### src/hw/cache_pkg.sv
package cache_pkg;

    // Word and line geometry
    localparam int ADDR_BITS      = 32;
    localparam int WORD_BITS      = 32;
    localparam int BYTES_PER_WORD = WORD_BITS / 8;
    localparam int WORDS_PER_LINE = 4;
    localparam int WORD_OFF_BITS  = $clog2(BYTES_PER_WORD);
    localparam int WORD_SEL_BITS  = $clog2(WORDS_PER_LINE);
    localparam int LINE_OFF_BITS  = WORD_OFF_BITS + WORD_SEL_BITS;

    typedef logic [ADDR_BITS-1:0]       addr_t;
    typedef logic [WORD_BITS-1:0]       word_t;
    typedef logic [BYTES_PER_WORD-1:0]  byteen_t;
    typedef logic [WORD_SEL_BITS-1:0]   word_sel_t;
    typedef word_t [WORDS_PER_LINE-1:0] line_t;

    typedef enum logic [1:0] {
        OP_NONE,
        OP_READ,
        OP_WRITE,
        OP_FILL
    } op_kind_t;

    typedef struct packed {
        logic    write;
        addr_t   addr;
        byteen_t byteen;
        word_t   wdata;
    } core_req_t;

    // One pipeline slot, shared by core ops, replays and fills
    typedef struct packed {
        op_kind_t kind;
        addr_t    addr;
        byteen_t  byteen;
        word_t    wdata;
        line_t    line;
    } bank_op_t;

    typedef struct packed {
        addr_t   addr;
        byteen_t byteen;
        word_t   data;
    } mem_wr_t;

    function automatic addr_t line_base(addr_t addr);
        return {addr[ADDR_BITS-1:LINE_OFF_BITS], {LINE_OFF_BITS{1'b0}}};
    endfunction

    function automatic word_sel_t word_sel(addr_t addr);
        return addr[WORD_OFF_BITS +: WORD_SEL_BITS];
    endfunction

endpackage

### src/hw/cache_issue.sv
`timescale 1ns/1ps

module cache_issue (
    input  logic                 clk,
    input  logic                 rst_n,
    input  logic                 core_req,
    input  cache_pkg::core_req_t core_data,
    input  logic                 fill_pending,
    input  cache_pkg::line_t     fill_line,
    input  cache_pkg::addr_t     fill_addr,
    input  logic                 replay_pending,
    input  cache_pkg::addr_t     replay_addr,
    input  logic                 miss,
    output cache_pkg::bank_op_t  stage_op,
    output logic                 fill_taken,
    output logic                 replay_taken,
    output logic                 core_busy
);

    cache_pkg::bank_op_t next_op;
    logic                core_taken;
    logic                stage2_busy;
    logic                mshr_busy;

    // Fill beats replay, replay beats core
    assign fill_taken   = fill_pending;
    assign replay_taken = replay_pending && !fill_pending;
    assign core_taken   = core_req && !fill_pending && !replay_pending;

    always_comb begin
        next_op = '0;
        next_op.kind = cache_pkg::OP_NONE;
        if (fill_taken) begin
            next_op.kind = cache_pkg::OP_FILL;
            next_op.addr = fill_addr;
            next_op.line = fill_line;
        end else if (replay_taken) begin
            next_op.kind = cache_pkg::OP_READ;
            next_op.addr = replay_addr;
        end else if (core_taken) begin
            next_op.kind   = core_data.write ? cache_pkg::OP_WRITE : cache_pkg::OP_READ;
            next_op.addr   = core_data.addr;
            next_op.byteen = core_data.byteen;
            next_op.wdata  = core_data.wdata;
        end
    end

    always_ff @(posedge clk) begin
        if (!rst_n) begin
            stage_op.kind <= cache_pkg::OP_NONE;
        end else begin
            stage_op <= next_op;
        end
    end

    // Busy spans both stages and the whole miss, up to the replay issue
    always_ff @(posedge clk) begin
        if (!rst_n) begin
            stage2_busy <= 1'b0;
            mshr_busy   <= 1'b0;
        end else begin
            stage2_busy <= stage_op.kind != cache_pkg::OP_NONE;
            if (miss) begin
                mshr_busy <= 1'b1;
            end else if (replay_taken) begin
                mshr_busy <= 1'b0;
            end
        end
    end

    assign core_busy = (stage_op.kind != cache_pkg::OP_NONE) || stage2_busy || mshr_busy;

    a_no_req_when_busy: assert property (
        @(posedge clk) disable iff (!rst_n) core_req |-> !core_busy
    ) else $error("core request accepted while busy");

    a_taken_during_miss: assert property (
        @(posedge clk) disable iff (!rst_n) (fill_taken || replay_taken) |-> mshr_busy
    ) else $error("fill or replay taken with no miss outstanding");

endmodule

### config.mk
export PLATFORM = sky130hd
export DESIGN_NAME = cache_issue
export DESIGN_NICKNAME = d
export VERILOG_FILES = /design/src/hw/cache_pkg.sv /design/src/hw/cache_issue.sv
export SDC_FILE = /design/constraint.sdc
export NUM_CORES = 1
export LEC_CHECK = 0
export BUFFER_PORTS_ARGS = -buffer_cell sky130_fd_sc_hd__buf_2
export CORE_AREA = 8 8 175 177
export CTS_CLUSTER_DIAMETER = 60
export DETAILED_ROUTE_END_ITERATION = 8
export DIE_AREA = 0 0 183 185
export GPL_ROUTABILITY_DRIVEN = 1
export GPL_TIMING_DRIVEN = 0
export PLACE_DENSITY = 0.58
export SLEW_MARGIN = 10
export SYNTH_ARGS = -nofsm -noshare
export SYNTH_HDL_FRONTEND = slang
export SYNTH_SLANG_ARGS = --single-unit
### constraint.sdc
create_clock -name clk -period 3 [get_ports clk]
set_input_delay 0.45 -clock clk [delete_from_list [all_inputs] [get_ports clk]]
set_output_delay 0.45 -clock clk [all_outputs]
set_load 0.03 [all_outputs]
* Word-level counts from Yosys, hierarchy flattened *
Index checks and enable logic that the tools add are counted.

storage, ports and cells
  word-level logic and storage cells = 27
  bits of input ports = 267
  register bits = 200

operators by class
  mux-type cells = 6
  reduce and logical (&&, ||, !) cells = 10
  bitwise gates (word level) = 1

operator list
  cell                 count
  $mux W70             1
  $mux W34             2
  $reduce_bool A2 Y1   2
  $logic_and A1 B1 Y1  3
  $reduce_or A3 Y1     1
  $logic_not A1 Y1     2
  $logic_or A1 B1 Y1   2
  $mux W1              2
  $mux W2              1
  $not A1 Y1           1

* Logic depth before layout (Yosys ltp) *
  word-level depth = 6
  gate-level depth with buffers = 5
  gate-level depth less buffers = 3

* Worst setup path after synthesis *
OpenSTA, ideal clock, no wires.

  path type = register to output
  start = register stage_op[197] (netlist bit)
  end = output core_busy
  data required time = 2,550 ps
  arrival time = 1,096 ps
  buffers on the path = 0
  cell stages (with the launch flop) = 2
  path slack = 1,454 ps
  cells stage by stage = dfxtp_1 -> or4_1

on the way
  cells in the longest elaborated chain, start to end = 3

RTL lines
  item                              RTL line           RTL
  from (decl)                       cache_issue.sv:14  output cache_pkg::bank_op_t stage_op,
  from (signal assigned)            cache_issue.sv:52  stage_op <= next_op;
  $reduce_bool A2 Y1                cache_issue.sv:71  assign core_busy = (stage_op.kind != cache_pkg::OP_NONE) || stage2_busy || mshr_busy;
  $logic_or A1 B1 Y1 (2 in series)  cache_issue.sv:71
  to (decl)                         cache_issue.sv:17  output logic core_busy

No other way between the ends.

* Final worst setup path *
Same ends and word-level chain as after synthesis.

==> results.cfg <==
[logic_synthesis]
yosys.cell_types.count = 21
yosys.area.top_type = edfxtp_1
ys_ff_latch = 200
synth_top_area_share = 0.730
ys_warn_count = 0
ys_top_cells_by_area = edfxtp_1 (73%), and2_1 (13%), mux2_2 (4.2%)
ys_seq_area_frac = 0.740
syn-cell-area_um2 = 8060
postSynthCellCount = 536
syn-mean-instance-area_um2 = 15.0
syn-num-nets = 803

[critical_path]
crit_arrival_ps = 1500
ff2ff_path_depth = 2
crit_type = reg2out
critPathMaxFanout = 3
critPathCaptureType = primary output
ff2ff_setup_slack_ps = 2310
required_ps = 2550
setup.worst_path.start = stage_op[197]
endpoint = core_busy
r2r_end = mshr_busy
reg2reg_from = mshr_busy
cp-start-kind = register

[die]
io_pins = 468
core_area_um2 = 28100
initial_utilization = 0.287
die-area_um2 = 33900
fp.dieW_um = 183
die_h_um = 185
rows = 62

[placement]
dp.cells = 1387
hpwl_um = 20800
portBuffers = 466
place_congestion = 0.818

[sta]
setup_viol = 0
hold_viol_final = 0
clock.fmax_mhz = 513
post-route-period-util = 0.650
tightest_slew_ps = 714
report.final.slew_viol_count = 0
rsz0062_at_grt = no
relSlewSlack = 0.524
fin_crit_ps = 1950
hold_slack_ps = 247
finClkSkew_ps = 0.575

[global_route]
grt_usage = 0.148
first_global_vias = 6213
grt_pass1_wl_um = 37800
antenna_found_initial = 4
grt_overflow = 0
grt_max_degree = 114

[clock_tree]
cts_setup_buffers = 0
clk_latency_ps = 430
cts_made_buffers = 17
root_buffer = clkbuf_16
cts.repair.resized = 0
clock_path_buffers = 2
hold_buffers = 0
clkSinkCount = 200
htreeDepth = 4
cts_tree = done
path_clk_slew_ps = 80

[drt]
routed_wl_um = 26400
drt-initial-drc-count = 258
avgViaCountPerCell = 4.17
detail-route-antenna-nets = 0
vias = 5923
dr.pass1.iters = 4
wl_per_cell_um = 18.6
drc = 0

[layout]
nets = 1289
seq_area_um2 = 5970
fillCellCount = 2734
multi_input_area_um2 = 1890
area_growth_pct = 43.0
drive_gt1_frac = 0.543
fin_cells = 1421

[hold_path]
hp-start = miss
hold_class = in2reg

[pwr]
power_leakage_nw = 5.00
p_per_area_nw_per_um2 = 600
irDropWorstVdd_mv = 0.365

[outcome]
status = finished clean

[flow_run]
maxCapViolations = 0
==> synth_stat cells, drive strengths merged <==
cell and n:
dfxtp 4, and2 164, or4 1, nor2b 2
buf 15, nand2 65, edfxtp 196, mux2 32
and2b 1, clkbuf 18, o31a 1, nor3b 1
nor2 1, o21ai 32, o21a 3
==> worst min path at each step <==
stage,slack (ps),end,cells past startpoint
detailed placement,480,stage2_busy,1
finish,250,mshr_busy,2
CTS,220,mshr_busy,2
global placement,480,stage2_busy,1
floorplan,540,mshr_busy,2
global route,220,mshr_busy,2
==> where the power goes <==
group / internal, mW / leakage [nW] / switching (mW)
logic: 0.389 / 2.79 / 0.771
registers: 3.31 / 1.92 / 0.0526
clock network: 1.20 / 0.294 / 1.18
total: 4.90 / 5.00 / 2.01
==> state kept, by name, summed over array words and instances (netlist names) <==
name,count
stage2_busy,1
stage_op,198
mshr_busy,1
==> stage by stage <==
stage | area [µm²] | setup TNS [ps] | setup WS (ps) | util | power (mW)
finish | 11500 | 0 | 1050 | 0.410 | 6.91
CTS | 11500 | 0 | 995 | 0.410 | 7.01
floorplan | 8060 | 0 | 1450 | - | 4.08
detailed placement | 10900 | 0 | 1050 | 0.388 | 4.60
global placement | 10900 | -247760 | -1270 | 0.387 | 4.60
global route | 11500 | 0 | 984 | 0.410 | 7.18
==> cells by family after synthesis <==
group | Yosys count | synth area share
mux | 32 | 0.0447
buf+inv | 33 | 0.0255
simple gates | 235 | 0.164
flops | 200 | 0.740
compound gates | 36 | 0.0256
==> worst max-delay path, stage by stage (launching register included) <==
cell,delay [ps]
dfxtp_1,330
or4_1,540
buf_2,210
==> cells in the final DEF (no fill, tap or decap), types with 2 or more instances in the layout <==
cell and n:
buf_2 471, edfxtp_1 196, and2_1 164, nand2_1 65
mux2_2 30, o21ai_0 28, clkbuf_16 17, clkbuf_2 13
buf_4 5, clkbuf_1 5, inv_6 5, o21ai_2 4
clkinv_8 4, dfxtp_1 4, buf_6 3, o21a_1 3
diode_2 2, mux2_1 2, nor2b_1 2, inv_8 2
==> final cells by class <==
| type | count | area share |
|---|---|---|
| clock inverters | 15 | 0.0159 |
| plain buffers | 33 | 0.0178 |
| flip-flops and latches | 200 | 0.518 |
| repair buffers | 467 | 0.206 |
| clock buffers | 17 | 0.0369 |
| well taps | 384 | 0.0417 |
| diodes | 2 | 0.000434 |
| multi-input cells | 303 | 0.164 |
==> layer usage <==
metal  wire length, µm  global-route usage  share of wire  vias to the layer above
li1                  -                   -              -                     2847
met1             10100               0.162           0.38                     2746
met2             13300               0.262           0.50                      300
met3              2530              0.0588          0.096                       26
met4               410              0.0400          0.016                        4
met5                26                   0        0.00099                        -
No activity file was read; power rests on OpenSTA's default activity.
