File: src/hw/cache_pkg.sv
package cache_pkg;

    // Word and line geometry
    localparam int ADDR_BITS      = 32;
    localparam int WORD_BITS      = 32;
    localparam int BYTES_PER_WORD = WORD_BITS / 8;
    localparam int WORDS_PER_LINE = 4;
    localparam int WORD_OFF_BITS  = $clog2(BYTES_PER_WORD);
    localparam int WORD_SEL_BITS  = $clog2(WORDS_PER_LINE);
    localparam int LINE_OFF_BITS  = WORD_OFF_BITS + WORD_SEL_BITS;

    typedef logic [ADDR_BITS-1:0]       addr_t;
    typedef logic [WORD_BITS-1:0]       word_t;
    typedef logic [BYTES_PER_WORD-1:0]  byteen_t;
    typedef logic [WORD_SEL_BITS-1:0]   word_sel_t;
    typedef word_t [WORDS_PER_LINE-1:0] line_t;

    typedef enum logic [1:0] {
        OP_NONE,
        OP_READ,
        OP_WRITE,
        OP_FILL
    } op_kind_t;

    typedef struct packed {
        logic    write;
        addr_t   addr;
        byteen_t byteen;
        word_t   wdata;
    } core_req_t;

    // One pipeline slot, shared by core ops, replays and fills
    typedef struct packed {
        op_kind_t kind;
        addr_t    addr;
        byteen_t  byteen;
        word_t    wdata;
        line_t    line;
    } bank_op_t;

    typedef struct packed {
        addr_t   addr;
        byteen_t byteen;
        word_t   data;
    } mem_wr_t;

    function automatic addr_t line_base(addr_t addr);
        return {addr[ADDR_BITS-1:LINE_OFF_BITS], {LINE_OFF_BITS{1'b0}}};
    endfunction

    function automatic word_sel_t word_sel(addr_t addr);
        return addr[WORD_OFF_BITS +: WORD_SEL_BITS];
    endfunction

endpackage

File: src/hw/cache_mshr.sv
`timescale 1ns/1ps

module cache_mshr (
    input  logic              clk,
    input  logic              rst_n,
    input  logic              miss,
    input  cache_pkg::addr_t  miss_addr,
    input  logic              mem_fill,
    input  cache_pkg::line_t  mem_fill_data,
    input  logic              fill_taken,
    input  logic              replay_taken,
    output logic              mem_req,
    output cache_pkg::addr_t  mem_req_addr,
    output logic              fill_pending,
    output cache_pkg::line_t  fill_line,
    output cache_pkg::addr_t  fill_addr,
    output logic              replay_pending,
    output cache_pkg::addr_t  replay_addr
);

    typedef enum logic [1:0] {
        IDLE,
        WAIT_FILL,
        FILL,
        REPLAY
    } state_t;

    state_t           state;
    state_t           state_next;
    cache_pkg::addr_t addr_q;

    always_comb begin
        state_next = state;
        case (state)
            IDLE: begin
                if (miss) begin
                    state_next = WAIT_FILL;
                end
            end
            WAIT_FILL: begin
                if (fill_taken) begin
                    state_next = FILL;
                end
            end
            // Fill sits in the lookup stage for this cycle
            FILL: state_next = REPLAY;
            REPLAY: begin
                if (replay_taken) begin
                    state_next = IDLE;
                end
            end
            default: state_next = IDLE;
        endcase
    end

    always_ff @(posedge clk) begin
        if (!rst_n) begin
            state <= IDLE;
        end else begin
            state <= state_next;
        end
    end

    always_ff @(posedge clk) begin
        if (state == IDLE && miss) begin
            addr_q <= miss_addr;
        end
    end

    assign mem_req        = (state == IDLE) && miss;
    assign mem_req_addr   = cache_pkg::line_base(miss_addr);
    // The returning line goes straight to the arbiter
    assign fill_pending   = (state == WAIT_FILL) && mem_fill;
    assign fill_line      = mem_fill_data;
    assign fill_addr      = cache_pkg::line_base(addr_q);
    assign replay_pending = state == REPLAY;
    assign replay_addr    = addr_q;

    a_fill_expected: assert property (
        @(posedge clk) disable iff (!rst_n) mem_fill |-> state == WAIT_FILL
    ) else $error("memory fill with no miss outstanding");

    a_single_miss: assert property (
        @(posedge clk) disable iff (!rst_n) miss |-> state == IDLE
    ) else $error("second miss while one is outstanding");

endmodule

File: config.mk
export PLATFORM = sky130hd
export DESIGN_NAME = cache_mshr
export DESIGN_NICKNAME = d
export VERILOG_FILES = /design/src/hw/cache_pkg.sv /design/src/hw/cache_mshr.sv
export SDC_FILE = /design/constraint.sdc
export NUM_CORES = 1
export LEC_CHECK = 0
export ABC_AREA = 1
export BUFFER_PORTS_ARGS = -buffer_cell sky130_fd_sc_hd__buf_4
export CAP_MARGIN = 20
export CORE_AREA = 2 2 154 156
export DETAILED_ROUTE_END_ITERATION = 8
export DIE_AREA = 0 0 156 158
export HOLD_SLACK_MARGIN = 0.1
export PLACE_DENSITY = 0.39
export SLEW_MARGIN = 20
export SYNTH_ARGS = -nofsm -noshare
export SYNTH_HDL_FRONTEND = slang
export SYNTH_SLANG_ARGS = --single-unit
export TNS_END_PERCENT = 100
File: constraint.sdc
create_clock -name clk -period 3.41 [get_ports clk]
set_input_delay 0.5115 -clock clk [delete_from_list [all_inputs] [get_ports clk]]
set_output_delay 0.5115 -clock clk [all_outputs]
set_load 0.05 [all_outputs]
Yosys cells after proc, flatten, opt, wreduce, memory -nomap -nowiden

Cells that the tools add are included.

Output and inout port bits: 227
Word-level logic and storage cells: 16
Register bits: 34
Input bits: 166

Reductions and logical operators: 4
Equality and inequality tests: 6
Muxes and demuxes: 4

Operators by type and width:

| operator                                                        | count |
|---|---|
| 2-bit one-hot mux with 4 select lines                           | 1 |
| 2-bit two-way mux                                               | 3 |
| 2-bit != test, second input constant                            | 3 |
| 2-bit == test, second input constant                            | 2 |
| 3-bit AND reduction                                             | 1 |
| 2-bit by 1-bit == test with 1-bit output, second input constant | 1 |
| 1-bit logical AND                                               | 2 |
| 2-bit logical NOT                                               | 1 |

Depth between registers and ports, before layout

Depth after elaboration: 3
Gate-level depth with buffers: 7

Worst setup path after synthesis

No wires, ideal clock.

Path kind: flip-flop to output port
Start: reg state[0]
End: out mem_req
Path slack: 1.280 ns
Cell stages (with the launch flop): 5
Arrival: 1.619 ns
Cells stage by stage: dfxtp_1 -> bufinv_8 -> ha_1 -> nand2_1 -> inv_1

Longest elaborated chain between the ends: 2

Ends and longest elaborated chain:

| item                   | line             | text |
|---|---|---|
| start, declared        | cache_mshr.sv:28 | `state_t state;` |
| start signal, assigned | cache_mshr.sv:60 | `state <= state_next;` |
| 2-bit logical NOT      | cache_mshr.sv:70 | `assign mem_req = (state == IDLE) && miss;` |
| 1-bit logical AND      | cache_mshr.sv:70 |  |
| end, declared          | cache_mshr.sv:12 | `output logic mem_req,` |

No other way between the ends.

Worst setup path after layout

Same ends and word-level chain as after synthesis.

==> run_results.csv <==
group,metric,value,unit
global_routing,grt_pass1_wl,8240,µm
worst_setup_path,reg2reg_to,"replay_addr[27]",
routing,firstDrtPassIters,4,
min_path,hold_start,"miss_addr[1]",
routing,drt_wl_total,6720,µm
clocking,cts.repair.resized,0,
power_and_ir_drop,p_int,1.14,mW
finish,regArea,1000,µm²
logic_synthesis,synth_ff_type,"edfxtp_1",
clocking,post_cts_buffers,0,
worst_setup_path,crit_type,"reg -> out",
logic_synthesis,synth_commonest_cells,"buf_4 (192), edfxtp_1 (32), nand2_1 (6)",
logic_synthesis,synth_cell_types,13,
logic_synthesis,synthTopCellsByArea,"buf_4 (54%), edfxtp_1 (36%), ha_1 (2.4%)",
power_and_ir_drop,p_switching,0.965,mW
clocking,cts.sinks,34,
clocking,tritoncts,"built",
timing,final_hold_viol_count,0,
floorplan,die_height,158,µm
timing,fin_crit_sh,65.5,%
routing,wl_per_cell,13.5,µm
finish,design_area,2710,µm²
floorplan,initial_core_util,11.5,%
min_path,min_path_type,"in -> reg",
worst_setup_path,end_kind,"primary output",
worst_setup_path,critPathLaunch,"state[0]",
routing,dr_total_vias,1232,
power_and_ir_drop,cellLeakagePower,1.17,nW
worst_setup_path,reg2reg_depth,5,
clocking,cts_root_buffer,"clkbuf_16",
finish,nNetsFinal,376,
worst_setup_path,r2r_slack,1530,ps
placement,place_congestion,0.626,
clocking,clock_latency,280,ps
global_routing,grt_pass1_vias,1146,
clocking,numCtsBuffers,5,
finish,post-route-util,11.7,%
outcome,outcome,"completed",
floorplan,die_area,24600,µm²
placement,placed_area,2560,µm²
min_path,holdPathStages,1,
routing,drcViolationCount,0,
global_routing,grt_overflow,0,
clocking,hold_buffers,0,
placement,dp_hpwl,5870,µm
timing,fmax,448,MHz
global_routing,antenna_found_initial,0,
global_routing,grt_max_degree,24,
worst_setup_path,crit_fanout,11,
logic_synthesis,yosysMostFrequentCell,"buf_4",
finish,layout-drive-gt1-share,68.9,%
logic_synthesis,ys_ff_latch,34,
worst_setup_path,worstPathArrival,1720,ps
timing,setup_tns,0,ps
global_routing,grtUsageTotal,4.84,%
timing,finalSetupViolCount,0,
timing,finalMaxSlewViolations,0,
floorplan,num_rows,56,
routing,ant_nets,0,
logic_synthesis,post_synth.cell_area_avg,10.4,µm²
timing,rsz0062_at_grt,"no",
finish,syn_to_final_growth,2.17,%
logic_synthesis,syn_inst,254,
job,cap_viol_max_count,0,
logic_synthesis,synth_top_cell_area_share,54.4,%
placement,portBuffers,128,
floorplan,ios,393,
worst_setup_path,critPathRequiredTime,2900,ps
timing,slew_headroom,63.4,%
timing,skew,1.77,ps
logic_synthesis,synthArstFlopShare,0,%
logic_synthesis,synth_edf_count,32,
power_and_ir_drop,pwr-share-clk,20.4,%
logic_synthesis,synth_area,2650,µm²
clocking,cts.clk_slew.worst_paths,50,ps
worst_setup_path,crit_end,"mem_req",
clocking,htree_levels,2,
floorplan,fp.dieW,156,µm
timing,period_minus_slack,2230,ps
power_and_ir_drop,p_seq_share,29.6,%
routing,dr.first_iter.drc_count,17,
finish,multi_input_area,178,µm²
worst_setup_path,worstReg2RegStart,"state[0]",
logic_synthesis,ys_warn_count,0,
floorplan,core_region_area,23100,µm²
clocking,max-clock-path-buffers,2,
power_and_ir_drop,power.density,777,nW/µm²
finish,n_antenna_cell,0,
logic_synthesis,ys_seq_area_share,37.8,%
logic_synthesis,yosys.area.top_type,"buf_4",
worst_setup_path,cp-start-kind,"flop",
timing,worst_pin_slew,548,ps
power_and_ir_drop,combPwrFrac,50.0,%
routing,vias_per_cell,2.48,
power_and_ir_drop,netSwitchingFraction,45.9,%
timing,hold_ws,411,ps
finish,fillers,2605,
power_and_ir_drop,vdd_drop_max,0.197,mV
-- state kept, by name, indices dropped and copies added, names as in the netlist --
| name | flops |
|---|---|
| replay_addr | 32 |
| state | 2 |
-- power by group through the flow --
stage                     clock network [mW]  registers (mW)  logic (mW)
after CTS                              0.448           0.626        1.06
after global routing                   0.465           0.634        1.10
after detailed placement                   0           0.634        1.06
after global placement                     0           0.630        1.06
final                                  0.429           0.623        1.05
after floorplan                            0           0.864        1.01
-- cell families (layout without fill, tap and decap cells) --
kind of cell / count (synthesis) / after routing / synth area share [%]
DFF: 34 / 34 / 37.8
and+or+nand+nor: 15 / 15 / 3.21
adders and majority gates: 5 / 5 / 2.36
buffers and inverters: 199 / 144 / 56.5
other: 1 / 8 / 0.142
-- metrics by stage --
| step | power (mW) | std cells | worst slack (ps) |
|---|---|---|---|
| floorplan | 1.87 | 261 | 1280 |
| global placement | 1.69 | 488 | 1420 |
| detailed placement | 1.70 | 488 | 1390 |
| CTS | 2.14 | 496 | 1090 |
| global route | 2.20 | 496 | 1040 |
| finish | 2.10 | 496 | 1180 |
-- per-layer routing --
metal	routed length, µm	part of all wire, %	GRT usage (%)	up-vias
li1	-	-	-	493
met1	1700	25	3.18	511
met2	3450	51	8.95	175
met3	1110	17	2.96	53
met4	458	6.8	4.67	0
met5	0	0	0	-
-- cell usage in the layout, fill, tap and decap left out, drive strengths merged --
cell / synthesis / final
nand3: 1 / 1
clkbuf: 0 / 5
or2: 1 / 1
edfxtp: 32 / 32
conb: 1 / 8
buf: 192 / 129
clkinvlp: 0 / 1
clkinv: 0 / 2
nand2: 9 / 9
dfxtp: 2 / 2
ha: 5 / 5
nor2: 4 / 4
inv: 5 / 5
bufinv: 2 / 2
-- area by class of cell --
class | instances | area share [%]
Multi-Input combinational cell | 28 | 6.57
Inverter | 7 | 1.99
Timing Repair Buffer | 129 | 35.8
Sequential cell | 34 | 37.0
Clock inverter | 3 | 0.601
Tap cell | 290 | 13.4
Clock buffer | 5 | 4.63
-- worst min-delay path by stage --
stage	to	slack (ps)
final	replay_addr[1]	410
after floorplan	replay_addr[0]	610
after detailed placement	state[0]	680
after global placement	state[1]	670
after global routing	replay_addr[1]	400
after CTS	replay_addr[1]	400
-- critical path: stages, from the launching register on --
cell	delay (ps)
dfxtp_1	320
bufinv_8	190
ha_1	170
nand2_1	50
inv_1	410
buf_4	300
Note: power is estimated with default switching activity, not from simulation.
