File: src/hw/cache_pkg.sv
package cache_pkg;

    // Word and line geometry
    localparam int ADDR_BITS      = 32;
    localparam int WORD_BITS      = 32;
    localparam int BYTES_PER_WORD = WORD_BITS / 8;
    localparam int WORDS_PER_LINE = 4;
    localparam int WORD_OFF_BITS  = $clog2(BYTES_PER_WORD);
    localparam int WORD_SEL_BITS  = $clog2(WORDS_PER_LINE);
    localparam int LINE_OFF_BITS  = WORD_OFF_BITS + WORD_SEL_BITS;

    typedef logic [ADDR_BITS-1:0]       addr_t;
    typedef logic [WORD_BITS-1:0]       word_t;
    typedef logic [BYTES_PER_WORD-1:0]  byteen_t;
    typedef logic [WORD_SEL_BITS-1:0]   word_sel_t;
    typedef word_t [WORDS_PER_LINE-1:0] line_t;

    typedef enum logic [1:0] {
        OP_NONE,
        OP_READ,
        OP_WRITE,
        OP_FILL
    } op_kind_t;

    typedef struct packed {
        logic    write;
        addr_t   addr;
        byteen_t byteen;
        word_t   wdata;
    } core_req_t;

    // One pipeline slot, shared by core ops, replays and fills
    typedef struct packed {
        op_kind_t kind;
        addr_t    addr;
        byteen_t  byteen;
        word_t    wdata;
        line_t    line;
    } bank_op_t;

    typedef struct packed {
        addr_t   addr;
        byteen_t byteen;
        word_t   data;
    } mem_wr_t;

    function automatic addr_t line_base(addr_t addr);
        return {addr[ADDR_BITS-1:LINE_OFF_BITS], {LINE_OFF_BITS{1'b0}}};
    endfunction

    function automatic word_sel_t word_sel(addr_t addr);
        return addr[WORD_OFF_BITS +: WORD_SEL_BITS];
    endfunction

endpackage

File: src/hw/cache_tags.sv
`timescale 1ns/1ps

module cache_tags #(
    parameter int NUM_SETS = 16,
    parameter int NUM_WAYS = 2
) (
    input  logic                clk,
    input  logic                rst_n,
    input  cache_pkg::bank_op_t stage_op,
    output logic                hit,
    output logic [NUM_WAYS-1:0] hit_way,
    output logic [NUM_WAYS-1:0] fill_way
);

    localparam int SET_BITS = $clog2(NUM_SETS);
    localparam int TAG_BITS = cache_pkg::ADDR_BITS - cache_pkg::LINE_OFF_BITS - SET_BITS;

    logic [TAG_BITS-1:0] tag_mem [NUM_WAYS][NUM_SETS];
    logic [NUM_WAYS-1:0] valid_q [NUM_SETS];
    // One-hot round-robin victim per set
    logic [NUM_WAYS-1:0] victim_q [NUM_SETS];

    logic [SET_BITS-1:0] set;
    logic [TAG_BITS-1:0] tag;
    logic                lookup;
    logic                is_fill;

    assign set     = stage_op.addr[cache_pkg::LINE_OFF_BITS +: SET_BITS];
    assign tag     = stage_op.addr[cache_pkg::LINE_OFF_BITS + SET_BITS +: TAG_BITS];
    assign lookup  = (stage_op.kind == cache_pkg::OP_READ)
                  || (stage_op.kind == cache_pkg::OP_WRITE);
    assign is_fill = stage_op.kind == cache_pkg::OP_FILL;

    always_comb begin
        for (int w = 0; w < NUM_WAYS; w++) begin
            hit_way[w] = lookup && valid_q[set][w] && (tag_mem[w][set] == tag);
        end
    end

    assign hit      = |hit_way;
    assign fill_way = victim_q[set];

    always_ff @(posedge clk) begin
        if (is_fill) begin
            for (int w = 0; w < NUM_WAYS; w++) begin
                if (fill_way[w]) begin
                    tag_mem[w][set] <= tag;
                end
            end
        end
    end

    always_ff @(posedge clk) begin
        if (!rst_n) begin
            for (int s = 0; s < NUM_SETS; s++) begin
                valid_q[s]  <= '0;
                victim_q[s] <= NUM_WAYS'(1);
            end
        end else if (is_fill) begin
            valid_q[set]  <= valid_q[set] | fill_way;
            // rotate to the next way
            victim_q[set] <= (victim_q[set] << 1) | (victim_q[set] >> (NUM_WAYS - 1));
        end
    end

    a_hit_onehot: assert property (
        @(posedge clk) disable iff (!rst_n) $onehot0(hit_way)
    ) else $error("line present in more than one way");

endmodule

File: config.mk
export PLATFORM = sky130hd
export DESIGN_NAME = cache_tags
export DESIGN_NICKNAME = d
export VERILOG_FILES = /design/src/hw/cache_pkg.sv /design/src/hw/cache_tags.sv
export SDC_FILE = /design/constraint.sdc
export NUM_CORES = 1
export LEC_CHECK = 0
export BUFFER_PORTS_ARGS = -buffer_cell sky130_fd_sc_hd__buf_2
export CORE_MARGIN = 2
export CORE_UTILIZATION = 65
export DETAILED_ROUTE_END_ITERATION = 6
export MAX_ROUTING_LAYER = met4
export PLACE_DENSITY = 0.84
export RECOVER_POWER = 25
export SYNTH_ARGS = -nofsm -noshare
export SYNTH_HDL_FRONTEND = slang
export SYNTH_SLANG_ARGS = --single-unit
File: constraint.sdc
create_clock -name clk -period 15.6 [get_ports clk]
set_input_delay 4.68 -clock clk [delete_from_list [all_inputs] [get_ports clk]]
set_output_delay 4.68 -clock clk [all_outputs]
set_load 0.05 [all_outputs]
**After elaboration in Yosys (flattened, before gate mapping)**

Memory sizes are Yosys's and may differ from the RTL's.
Index checks and enable logic that the tools add are counted.

- Flip-flop bits (word level): 0
- RAM bits: 832
- Bits of input ports: 200
- Output and inout bits: 5
- Memories kept: 3

- $lt $le $gt $ge: 2
- Equal/unequal tests: 5
- Muxes and demuxes: 24
- Bitwise logic cells: 3
- Reduce and logical (&&, ||, !) cells: 9

Memory list:

| memory | depth | bits a word | read ports | clocked after Yosys merged registers in | write ports | line | text |
|---|---|---|---|---|---|---|---|
| tag_mem | 2 | 384 | 2 | 0 | 2 | cache_tags.sv:18 | `logic [TAG_BITS-1:0] tag_mem [NUM_WAYS][NUM_SETS];` |
| valid_q | 16 | 2 | 1 | 0 | 16 | cache_tags.sv:19 | `logic [NUM_WAYS-1:0] valid_q [NUM_SETS];` |
| victim_q | 16 | 2 | 1 | 0 | 16 | cache_tags.sv:21 | `logic [NUM_WAYS-1:0] victim_q [NUM_SETS];` |

Operators with widths:

| operator | number |
|---|---|
| 384-bit two-way mux | 2 |
| 24-bit binary-select mux with 4-bit select | 2 |
| 24-bit two-way mux | 5 |
| 24-bit demux with 4-bit select | 1 |
| 24-bit == test | 2 |
| 1-bit two-way mux | 10 |
| 4-bit two-way mux | 2 |
| 2-bit OR reduction | 3 |
| 5-bit >= comparator, second input constant | 1 |
| 1-bit logical AND | 5 |
| 5-bit by 1-bit < comparator with 1-bit output, second input constant | 1 |
| 4-bit NOT with 5-bit output | 1 |
| 2-bit == test, second input constant | 2 |
| 2-bit two-way mux | 2 |
| 2-bit by 1-bit == test with 1-bit output, second input constant | 1 |
| 2-bit by 1-bit OR with 2-bit output | 1 |
| 2-bit OR | 1 |
| 1-bit logical OR | 1 |

**Longest topological paths before layout**

- Depth in word-level cells: 7
- Gate-level depth with buffers: 13
- Depth with buffers taken out: 7

**Worst setup path after synthesis**

No wires, ideal clock.

- Path type: input to output
- Start: in stage_op[169] (netlist name)
- End: out hit
- Arrival time: 7.574 ns
- Path slack: 3.346 ns
- Stages: 11
- Path through: buf_2 > buf_6 > buf_4 > buf_6 > buf_2 > mux4_2 > a2111oi_0 > o21ai_0 > nor4b_1 > o2111ai_1 > o22ai_1

- Cells in the longest elaborated chain, start to end: 7
- Elaborated cells between the ends (all ways): 15
- Classes of those cells: eq/ne: 2; mux: 6; bitwise: 1; reduce/logical: 5; memory: 1

RTL lines:

| item | line | text |
|---|---|---|
| start, declared | cache_tags.sv:9 | `input cache_pkg::bank_op_t stage_op,` |
| 4-bit NOT with 5-bit output (implied by the code) | cache_tags.sv:36 | `hit_way[w] = lookup && valid_q[set][w] && (tag_mem[w][set] == tag);` |
| 24-bit binary-select mux with 4-bit select | cache_tags.sv:36 |  |
| 24-bit two-way mux (implied by the code) (2 in a row) | cache_tags.sv:36 |  |
| 24-bit == test | cache_tags.sv:36 |  |
| 1-bit logical AND | cache_tags.sv:36 |  |
| 2-bit OR reduction (*) | cache_tags.sv:40 | `assign hit = \|hit_way;` |
| end, declared | cache_tags.sv:10 | `output logic hit,` |

Every way passes the cells marked *; elsewhere a longest branch is shown, timed or not. The select of a mux whose other input is x is not followed.

**Worst setup path in the final report**

- Start: in stage_op[187] (netlist name)
- End: out hit

- Cells in the longest elaborated chain, start to end: 3
- Elaborated cells between the ends (all ways): 5
- Classes of those cells: eq/ne: 2; reduce/logical: 3

RTL lines:

| item | line |
|---|---|
| 24-bit == test | cache_tags.sv:36 |
| 1-bit logical AND | cache_tags.sv:36 |
| 2-bit OR reduction (*) | cache_tags.sv:40 |

Every way passes the cells marked *; elsewhere a longest branch is shown, timed or not.

==> metrics.cfg <==
[logic_synthesis]
synthFlopType=edfxtp_1
syn-cell-area_um2=33100
synth_fp_nets=1803
ys_seq_elements=832
yosys_warnings=0
synth_commonest_cells=edfxtp_1, mux4_2, nor2_1
synthArstFlopShare=0
synth_top_cell_area_share=0.755
synth_edf_count=832
avgSynthCellArea_um2=20.7
yosysSeqAreaShare=0.755
yosys.cell_types.count=53
synth.most_common_cell=edfxtp_1
synthCells=1602
synth_area_leaders=edfxtp_1, mux4_2, mux2i_1
yosys.area.top_type=edfxtp_1

[clock_network]
clock-sinks=832
postCtsHoldBufs=0
cts_buffers=79
clk_path_buf_depth=3
post_cts_resized=0
cts-root-buf=clkbuf_16
path_clk_slew_ns=0.06
cts_tree=done
cts_setup_buffers=0
htreeDepth=3
clkLatencyLatePin_ns=0.62

[sta]
hold-worst-slack_ns=1.16
rsz0062_at_grt=no
min_period_over_period=0.888
max_freq_mhz=72.2
layout_min_cycle_time_ns=13.85
finalMaxSlewViolations=479
slew_headroom=-0.429
hold_viol_final=0
worst_pin_slew_ns=2.14
setup_viol=0
setup_tns_ns=0
clock_skew_ns=0.0233

[final_layout]
synthToLayoutAreaGrowth_pct=10.7
drive_above_1_share=0.248
final_cells=2419
final_cell_area_um2=36600
fillers=2632
nets=1882

[min_path]
hold_end=victim_q[8][0]$_SDFFCE_PN1P_
whs_path_depth=6
min-delay-start=victim_q[3][1]$_SDFFCE_PN0P_
worstHoldPathType=reg2reg

[power_and_ir_drop]
leakagePower_nw=11.5
p_total_mw=4.61
ir_worst_vdd_mv=0.0865
p_per_area_nw_per_um2=126

[critical_path]
critical_path_class=in2out
cp_data_required_time_ns=10.92
rr_worst_depth=4
critPathArrivalTime_ns=9.17
start_kind=input port
r2r_slack_ns=12.36
cp_max_fo=40
cp-end-kind=output pin
rr_startpoint=victim_q[4][0]$_SDFFCE_PN1P_
reg2reg_to=tag_mem[0][219]$_DFFE_PP_

[outcome]
status=finished, violations left
violations=capacitance limit, slew limit

[die]
start_util=0.660
die_width_um=230
die_area_um2=52800
die_h_um=230
num_rows=82
pin_count=205
coreArea_um2=50200

[placed_design]
port_buffers=36
post_dp_cell_area_um2=34200
gp_congestion=0.899
placedCellCount=2272
dp_hpwl_um=41400

[job]
maxCapViolCount=13

[routing]
num_vias=17400
vias_per_cell=7.17
wl_per_cell_um=32.9
antenna_left=0
drc_errors=0
drt_iter0_drc=2820
wl_um=79600
first_pass_iters=5

[global_route]
grt_pass1_vias=17600
grt_max_degree=123
track_usage=0.319
grt_pass1_wl_um=116000
grt_antenna_before_repair=2
overflow=0

-- layout by cell type (no fill, tap or decap), types with 15 or more instances in the layout --
master / Yosys / final
o21ai_0: 17 / 17
buf_2: 29 / 27
clkinv_1: 0 / 16
nand2_1: 54 / 54
a221oi_1: 18 / 18
nor2_2: 0 / 22
nand3_1: 23 / 23
mux2i_1: 54 / 54
clkbuf_1: 29 / 31
clkbuf_16: 0 / 82
xnor2_1: 43 / 43
nor2_1: 111 / 81
clkinv_2: 0 / 15
buf_4: 7 / 39
mux4_2: 206 / 206
edfxtp_1: 832 / 832
nand2b_1: 17 / 17
-- state kept, by name, indices dropped and copies added (netlist names) --
| name | cells |
|---|---|
| tag_mem | 768 |
| valid_q | 32 |
| victim_q | 32 |
-- layout make-up --
cell class / instances / area, µm² / area share
Timing Repair Buffer: 85 / 554 / 0.0151
Clock buffer: 98 / 2110 / 0.0577
Inverter: 16 / 60.1 / 0.00164
Clock inverter: 47 / 404 / 0.0110
Multi-Input combinational cell: 667 / 7670 / 0.209
Antenna cell: 2 / 5.00 / 0.000137
Sequential cell: 832 / 25000 / 0.682
Tap cell: 672 / 841 / 0.0230
-- worst max path at each step --
stage                     endpoint  slack (ns)          start  cells past startpoint
after floorplan                hit        3.35  stage_op[169]                     11
after global placement         hit        2.19  stage_op[168]                      9
final                          hit        1.75  stage_op[187]                     10
after detailed placement       hit        2.22  stage_op[169]                     10
after global routing           hit        1.52  stage_op[187]                     10
after CTS                      hit        2.15  stage_op[168]                      9
-- worst max-delay path: stages --
cell	delay [ns]
buf_2	0.07
clkbuf_1	1.51
inv_1	0.14
and2_1	0.23
a2111oi_0	0.98
o21ai_0	0.29
nor4b_1	0.38
o2111ai_1	0.26
o22ai_1	0.27
buf_2	0.32
-- cells by family (layout without fill, tap and decap cells) --
kind of cell,count (synthesis),after routing,synth area share
AOI/OAI and AO/OA,105,105,0.0233
other,0,2,0
xor gates and xnor gates,45,45,0.0119
DFF,832,832,0.755
buffers and inverters,103,246,0.0174
muxes,267,267,0.159
adders and majority gates,1,1,0.000378
and+or+nand+nor,249,249,0.0335
-- per-stage QoR --
step / util / setup slack (ns)
after floorplan: - / 3.35
after global placement: 0.681 / 2.19
after detailed placement: 0.681 / 2.22
after CTS: 0.731 / 2.15
after global routing: 0.730 / 1.52
final: 0.730 / 1.75
-- where the power goes --
group	internal, mW	total [mW]	switching, mW
Combinational	0.0923	0.258	0.166
Clock	1.06	1.87	0.809
Sequential	2.48	2.48	0.00459
Total	3.64	4.61	0.980
-- routing by layer --
layer	vias to the layer above	track usage	wire length, µm	share of wire
li1	6778	-	-	-
met1	8850	0.413	27300	0.34
met2	1439	0.505	39700	0.50
met3	283	0.0631	9210	0.12
met4	0	0.131	3330	0.042
met5	-	-	0	0
Power figures use the tool's default switching activity.
