$ cat src/hw/cache_pkg.sv
package cache_pkg;

    // Word and line geometry
    localparam int ADDR_BITS      = 32;
    localparam int WORD_BITS      = 32;
    localparam int BYTES_PER_WORD = WORD_BITS / 8;
    localparam int WORDS_PER_LINE = 4;
    localparam int WORD_OFF_BITS  = $clog2(BYTES_PER_WORD);
    localparam int WORD_SEL_BITS  = $clog2(WORDS_PER_LINE);
    localparam int LINE_OFF_BITS  = WORD_OFF_BITS + WORD_SEL_BITS;

    typedef logic [ADDR_BITS-1:0]       addr_t;
    typedef logic [WORD_BITS-1:0]       word_t;
    typedef logic [BYTES_PER_WORD-1:0]  byteen_t;
    typedef logic [WORD_SEL_BITS-1:0]   word_sel_t;
    typedef word_t [WORDS_PER_LINE-1:0] line_t;

    typedef enum logic [1:0] {
        OP_NONE,
        OP_READ,
        OP_WRITE,
        OP_FILL
    } op_kind_t;

    typedef struct packed {
        logic    write;
        addr_t   addr;
        byteen_t byteen;
        word_t   wdata;
    } core_req_t;

    // One pipeline slot, shared by core ops, replays and fills
    typedef struct packed {
        op_kind_t kind;
        addr_t    addr;
        byteen_t  byteen;
        word_t    wdata;
        line_t    line;
    } bank_op_t;

    typedef struct packed {
        addr_t   addr;
        byteen_t byteen;
        word_t   data;
    } mem_wr_t;

    function automatic addr_t line_base(addr_t addr);
        return {addr[ADDR_BITS-1:LINE_OFF_BITS], {LINE_OFF_BITS{1'b0}}};
    endfunction

    function automatic word_sel_t word_sel(addr_t addr);
        return addr[WORD_OFF_BITS +: WORD_SEL_BITS];
    endfunction

endpackage

$ cat src/hw/cache_data.sv
`timescale 1ns/1ps

module cache_data #(
    parameter int NUM_SETS = 16,
    parameter int NUM_WAYS = 2
) (
    input  logic                 clk,
    input  cache_pkg::bank_op_t  stage_op,
    input  logic                 hit,
    input  logic [NUM_WAYS-1:0]  hit_way,
    input  logic [NUM_WAYS-1:0]  fill_way,
    output cache_pkg::word_t     rd_word
);

    localparam int SET_BITS = $clog2(NUM_SETS);

    logic [SET_BITS-1:0]   set;
    cache_pkg::word_sel_t  word;
    logic                  fill_en;
    logic                  write_en;

    cache_pkg::line_t      way_line [NUM_WAYS];
    cache_pkg::line_t      rd_line;
    logic [NUM_WAYS-1:0]   way_q;
    cache_pkg::word_sel_t  word_q;

    assign set      = stage_op.addr[cache_pkg::LINE_OFF_BITS +: SET_BITS];
    assign word     = cache_pkg::word_sel(stage_op.addr);
    assign fill_en  = stage_op.kind == cache_pkg::OP_FILL;
    assign write_en = (stage_op.kind == cache_pkg::OP_WRITE) && hit;

    for (genvar w = 0; w < NUM_WAYS; w++) begin : g_way
        cache_pkg::line_t mem [NUM_SETS];
        cache_pkg::line_t rd_q;

        always_ff @(posedge clk) begin
            if (fill_en && fill_way[w]) begin
                mem[set] <= stage_op.line;
            end else if (write_en && hit_way[w]) begin
                for (int b = 0; b < cache_pkg::BYTES_PER_WORD; b++) begin
                    if (stage_op.byteen[b]) begin
                        mem[set][word][8*b +: 8] <= stage_op.wdata[8*b +: 8];
                    end
                end
            end
            // Read before write on the same set
            rd_q <= mem[set];
        end

        assign way_line[w] = rd_q;
    end

    // Way and word select follow the array read by one cycle
    always_ff @(posedge clk) begin
        way_q  <= hit_way;
        word_q <= word;
    end

    always_comb begin
        rd_line = '0;
        for (int w = 0; w < NUM_WAYS; w++) begin
            if (way_q[w]) begin
                rd_line = rd_line | way_line[w];
            end
        end
    end

    assign rd_word = rd_line[word_q];

endmodule

$ cat config.mk
export PLATFORM = sky130hd
export DESIGN_NAME = cache_data
export DESIGN_NICKNAME = d
export VERILOG_FILES = /design/src/hw/cache_pkg.sv /design/src/hw/cache_data.sv
export SDC_FILE = /design/constraint.sdc
export NUM_CORES = 2
export LEC_CHECK = 0
export BUFFER_PORTS_ARGS = -buffer_cell sky130_fd_sc_hd__buf_2
export CAP_MARGIN = 25
export CELL_PAD_IN_SITES_DETAIL_PLACEMENT = 1
export CELL_PAD_IN_SITES_GLOBAL_PLACEMENT = 1
export CORE_ASPECT_RATIO = 2
export CORE_MARGIN = 2
export CORE_UTILIZATION = 50
export CTS_CLUSTER_DIAMETER = 80
export DETAILED_ROUTE_END_ITERATION = 7
export GPL_ROUTABILITY_DRIVEN = 0
export PLACE_DENSITY_LB_ADDON = 0.1
export SLEW_MARGIN = 0
export SYNTH_ARGS = -nofsm -noshare
export SYNTH_HDL_FRONTEND = slang
export SYNTH_SLANG_ARGS = --single-unit
$ cat constraint.sdc
create_clock -name clk -period 1.8 [get_ports clk]
set_clock_uncertainty 0.05 [all_clocks]
set_input_delay 0 -clock clk [delete_from_list [all_inputs] [get_ports clk]]
set_output_delay 0 -clock clk [all_outputs]
set_load 0.03 [all_outputs]
# --- Word-level counts from Yosys, hierarchy flattened ---
# Memory sizes are Yosys's and may differ from the RTL's. A register that Yosys moved wholly into a read port is not among the register bits.
# Index checks and enable logic that the tools add are counted.
classes:
  n_lt_le_gt_ge: 3
  n_eq_ne: 2
  mux: 1068
  n_bitwise: 1025
  reduce_logical: 6
ops:
  columns: ["operator", "count"]
  rows:
  - ["$mux W128", 10]
  - ["$mux W1", 1048]
  - ["$or A1 B1 Y1", 1024]
  - ["$demux W32 S2", 4]
  - ["$or A128 B128 Y128", 1]
  - ["$bmux W32 S2", 1]
  - ["$mux W32", 2]
  - ["$mux W24", 1]
  - ["$mux W16", 1]
  - ["$mux W8", 1]
  - ["$logic_and A1 B1 Y1", 6]
  - ["$lt A2 B3 Y1 const B", 2]
  - ["$eq A2 B2 Y1 const B", 2]
  - ["$ge A2 B1 Y1 const B", 1]
word_totals:
  regBits: 4
  mem_bits_rw: 4096
  input_bits: 204
  mem_count: 2
mem_list:
  columns: ["memory", "depth", "word_bits", "read_ports", "rd_clocked_by_memory_dff", "wr", "line", "text"]
  rows:
  - ["g_way[0].mem", 16, 128, 1, 1, 1, "cache_data.sv:33", "cache_pkg::line_t mem [NUM_SETS];"]
  - ["g_way[1].mem", 16, 128, 1, 1, 1, "cache_data.sv:33", null]

# --- Longest topological paths before layout ---
depth:
  word_depth: 10
  mapped_depth: 8
  ltp_nobuf: 3

# --- Least setup slack after synthesis ---
# No wires, ideal clock.
synth_timing:
  path_kind: "input -> register"
  from: "input stage_op[168] (netlist bit)"
  to: "memory g_way[0].mem[4][100] (netlist bit), enable pin"
  setup_time_ns: 0.370
  t_arrival_ns: 1.516
  required_ns: 1.380
  path_slack_ns: -0.137
  path_stages: 8
  path_buffers: 5
  cell_sequence: "buf_2 -> buf_6 -> buf_6 -> buf_2 -> nor2_1 -> nand2_1 -> clkbuf_1 -> nor2_1"
synth_rtl:
  columns: ["element", "line", "text"]
  rows:
  - ["start, declared", "cache_data.sv:8", "input cache_pkg::bank_op_t stage_op,"]
  - ["end, declared", "cache_data.sv:33", null]
# Straight into the memory's write port.

# --- Worst setup path in the final report ---
layout_timing:
  from: "register way_q[1]"
  to: "output rd_word[27]"
layout_via:
  elab_chain_len: 3
layout_lines:
  columns: ["element", "line", "text"]
  rows:
  - ["start, declared", "cache_data.sv:24", "logic [NUM_WAYS-1:0] way_q;"]
  - ["start signal, assigned", "cache_data.sv:55", "way_q <= hit_way;"]
  - ["$mux W128", "cache_data.sv:62", "if (way_q[w]) begin"]
  - ["$bmux W32 S2", "cache_data.sv:68", "assign rd_word = rd_line[word_q];"]
  - ["$mux W32 (not written as such)", "cache_data.sv:68", null]
  - ["end, declared", "cache_data.sv:12", "output cache_pkg::word_t rd_word"]
# Every way passes these cells. The select of a mux whose other input is x is not followed.

==> summary.txt <==
Global route
  • Number of global-route vias before repair: between 90000 and 100k
  • GRT Overall Usage: 31.7%
  • Gr busiest metal: met2
  • Met1 usage: 34.1%
  • GRT met3 Usage: 4.15%
  • Met2 usage: 58.7%
  • Largest net degree at the start of global routing: between 90 and 100
  • First-pass GRT wire length: 737000 µm
  • Global route overflow: 0
  • Antenna violations before repair: 54

STA
  • RSZ-0062 raised after global routing: yes
  • Slew Limit Fails: 0
  • Slew HR: 32.7%
  • Worst slew pin tran: 1.01 ns
  • Worst setup margin: -1.07 ns
  • Max Freq: 0.348 GHz
  • Hold Vio Cnt, Final: 0
  • Min Tclk post-route: between 2 and 3 ns
  • Number of setup violations in the final report: about 190
  • Crit share post-route: 159%

Cells and area
  • Multi-input gate area: 37200 µm²
  • Layout area overhead: 21.0%
  • Share of layout cells above drive strength 1: 38.5%
  • Commonest non-fill, non-tap cell in the layout: edfxtp_1
  • Sequential standard cell area: between 100000 and 150000 µm²
  • Nets: 9440
  • Final core utilization: 60.8%
  • Filler instances: around 27000
  • Most frequent cells in the layout: 4096 x edfxtp_1, 1024 x mux4_2, 857 x buf_4

Clock network
  • CTS H-tree depth: 5
  • Clock slew at reported path FFs: 0.07 ns
  • CTS Buf Count: 373
  • CTS max path bufs: 4
  • TritonCTS clock tree: built
  • Root Buffer: clkbuf_16
  • Clock latency on the worst-skew pair: 0.97 ns
  • Clk sinks: roughly 4400

Drt
  • Initial DRC Count: 8259
  • Avg Vias per Cell: 6.22
  • Number of remaining DRC errors: 0
  • Post-DRT Antenna Nets: 0
  • Routed WL per cell: about 38 µm
  • Total vias in the final route: 86600
  • First-pass detailed-route iteration total: 6
  • Final WL: 528000 µm

Logic synthesis
  • #FFs+latches synth: 4356
  • Yosys warnings: 0
  • Number of synthesized flops with an enable pin: 4096
  • Syn Nets: 7952
  • Area contributors post-synth: edfxtp_1 74%, mux4_2 14%, dfxtp_1 3.1%
  • Area leader, netlist: edfxtp_1
  • Yosys cell types: 27
  • Synthesized instance count: 7748
  • Mean Syn Cell Area: around 21 µm²
  • Share of flip-flops with an asynchronous set or reset: 0%
  • Seq/Total Area, Yosys: 77.5%
  • Top-area cell type share of the netlist area: ~74%
  • Netlist Area Pre-Place: 165000 µm²
  • Top FF cell, synth: edfxtp_1

Power and ir drop
  • Leakage: 65.6 nW
  • Power Density: 1050 nW/µm²
  • Maximum VDD drop: 0.970 mV
  • Tot Pwr: 0.211 W

Floorplanning
  • Die width: 411 µm
  • CORE AREA: about 330000 µm²
  • Rows: 298
  • IO Count: around 240
  • DIE AREA: about 340000 µm²
  • Starting Density: 50.2%
  • Die H: slightly above 800 µm

Min path
  • Hold crit path type: in -> reg
  • Hold_sp: stage_op[169]

Worst setup path
  • Type of origin of the critical path: flip-flop
  • Crit path from: way_q[1]
  • Crit-path cells: buf_16, a22oi_2, a21oi_2, a21o_1, buf_12, buf_8
  • Critical Path AT: 2.82 ns
  • Worst Path Max Fanout: 7
  • CP Capture Type: output pin
  • RR Startpoint: g_way[0].mem[0][48]
  • Slowest stage cell on the critical path: a22oi_2
  • CP Class: reg -> out
  • Critical Path RT: 1.75 ns
  • Crit path largest cell delay: ~0.46 ns

Status
  • Failing checks: setup timing
  • Outcome: finished, violations left

Job
  • Max Cap Viol: 0

Place
  • Dpl hpwl: between 300000 and 400000 µm
  • I/O Buffers: 209
[synthesized netlist by cell type, types with 34 or more instances]
| cell type | n |
|---|---|
| edfxtp_1 | 4096 |
| mux4_2 | 1024 |
| a22oi_1 | 576 |
| nor2_1 | 516 |
| clkbuf_1 | 268 |
| nand2_1 | 265 |
| dfxtp_1 | 260 |
| mux2_2 | 256 |
| buf_2 | 162 |
| a221oi_1 | 64 |
| buf_1 | 50 |
| nand3_1 | 34 |
[metal layers]
layer | part of all wire, % | vias up
met1 | 32 | 46700
li1 | - | 35300
met3 | 5.3 | 1168
met2 | 55 | 3371
met4 | 7.4 | 8
met5 | 0.0097 | -
[final cells by class]
cell class / instances / share of cell area, %
clock buffers: 488 / 5.15
well taps: 4350 / 2.72
diodes: 25 / 0.0312
repair buffers: 1620 / 8.45
clock inverters: 199 / 1.00
flip-flops and latches: 4356 / 64.0
multi-input cells: 2885 / 18.6
[what timing repair did]
| item | in CTS | in global routing |
|---|---|---|
| cloned | 17 | 2 |
| setup buffers | 20 | 5 |
| endpoints found under the hold margin | 4595 | 20 |
| endpoints found under the setup margin | 32 | 1893 |
| hold buffers | 189 | 2 |
| pin swaps | 82 | 49 |
| gates resized for setup | 309 | 85 |
[cells by family (layout without fill, tap and decap cells)]
logic type	Yosys count	count (layout)	share of synthesized area [%]
multiplexers	1280	1280	15.7
AO/OA/AOI/OAI	768	768	3.51
buffers and inverters	507	2307	1.34
AND/OR/NAND/NOR	837	837	1.97
other	0	25	0
flip-flops	4356	4356	77.5
[worst paths after layout]
path	endpoint	slack [ns]	cells past startpoint
setup / recovery	rd_word[27]	-1.07	6
setup reg to reg	g_way[0].rd_q[48]	0.05	3
hold reg to reg	g_way[1].rd_q[55]	0.62	3
hold / removal	g_way[1].mem[0][115]	0.05	6
[state kept, by name (all words and copies together) (netlist names)]
name and count:
g_way.rd_q 256, word_q 2, g_way.mem 4096, way_q 2
[critical path: cells and delay by family, from the launching register on]
kind | cells | cell delay (ns)
buffers and inverters | 3 | 0.52
AO/OA/AOI/OAI | 3 | 0.88
flip-flops | 1 | 0.44
[report_power, final]
part | switching [W] | internal (W) | leakage (nW)
registers | 0.000731 | 0.112 | 39.0
clock network | 0.0371 | 0.0456 | 6.00
logic | 0.00927 | 0.00601 | 20.6
[stage by stage]
| stage | area [µm²] | hold WS [ns] | worst slack (ns) | setup TNS [ns] | cells |
|---|---|---|---|---|---|
| finish | 200000 | 0.0513 | -1.07 | -47.74 | 13900 |
| global route | 200000 | 0.0390 | -1.02 | -44.63 | 13900 |
| CTS | 200000 | -0.00611 | -1.09 | -186.81 | 13900 |
| detailed placement | 183000 | 0.165 | -0.731 | -2347.83 | 13000 |
| global placement | 183000 | 0.153 | -1.05 | -2363.83 | 13000 |
| floorplan | 166000 | -0.0223 | -0.137 | -140.55 | 7748 |
Note: power is estimated with default switching activity, not from simulation.
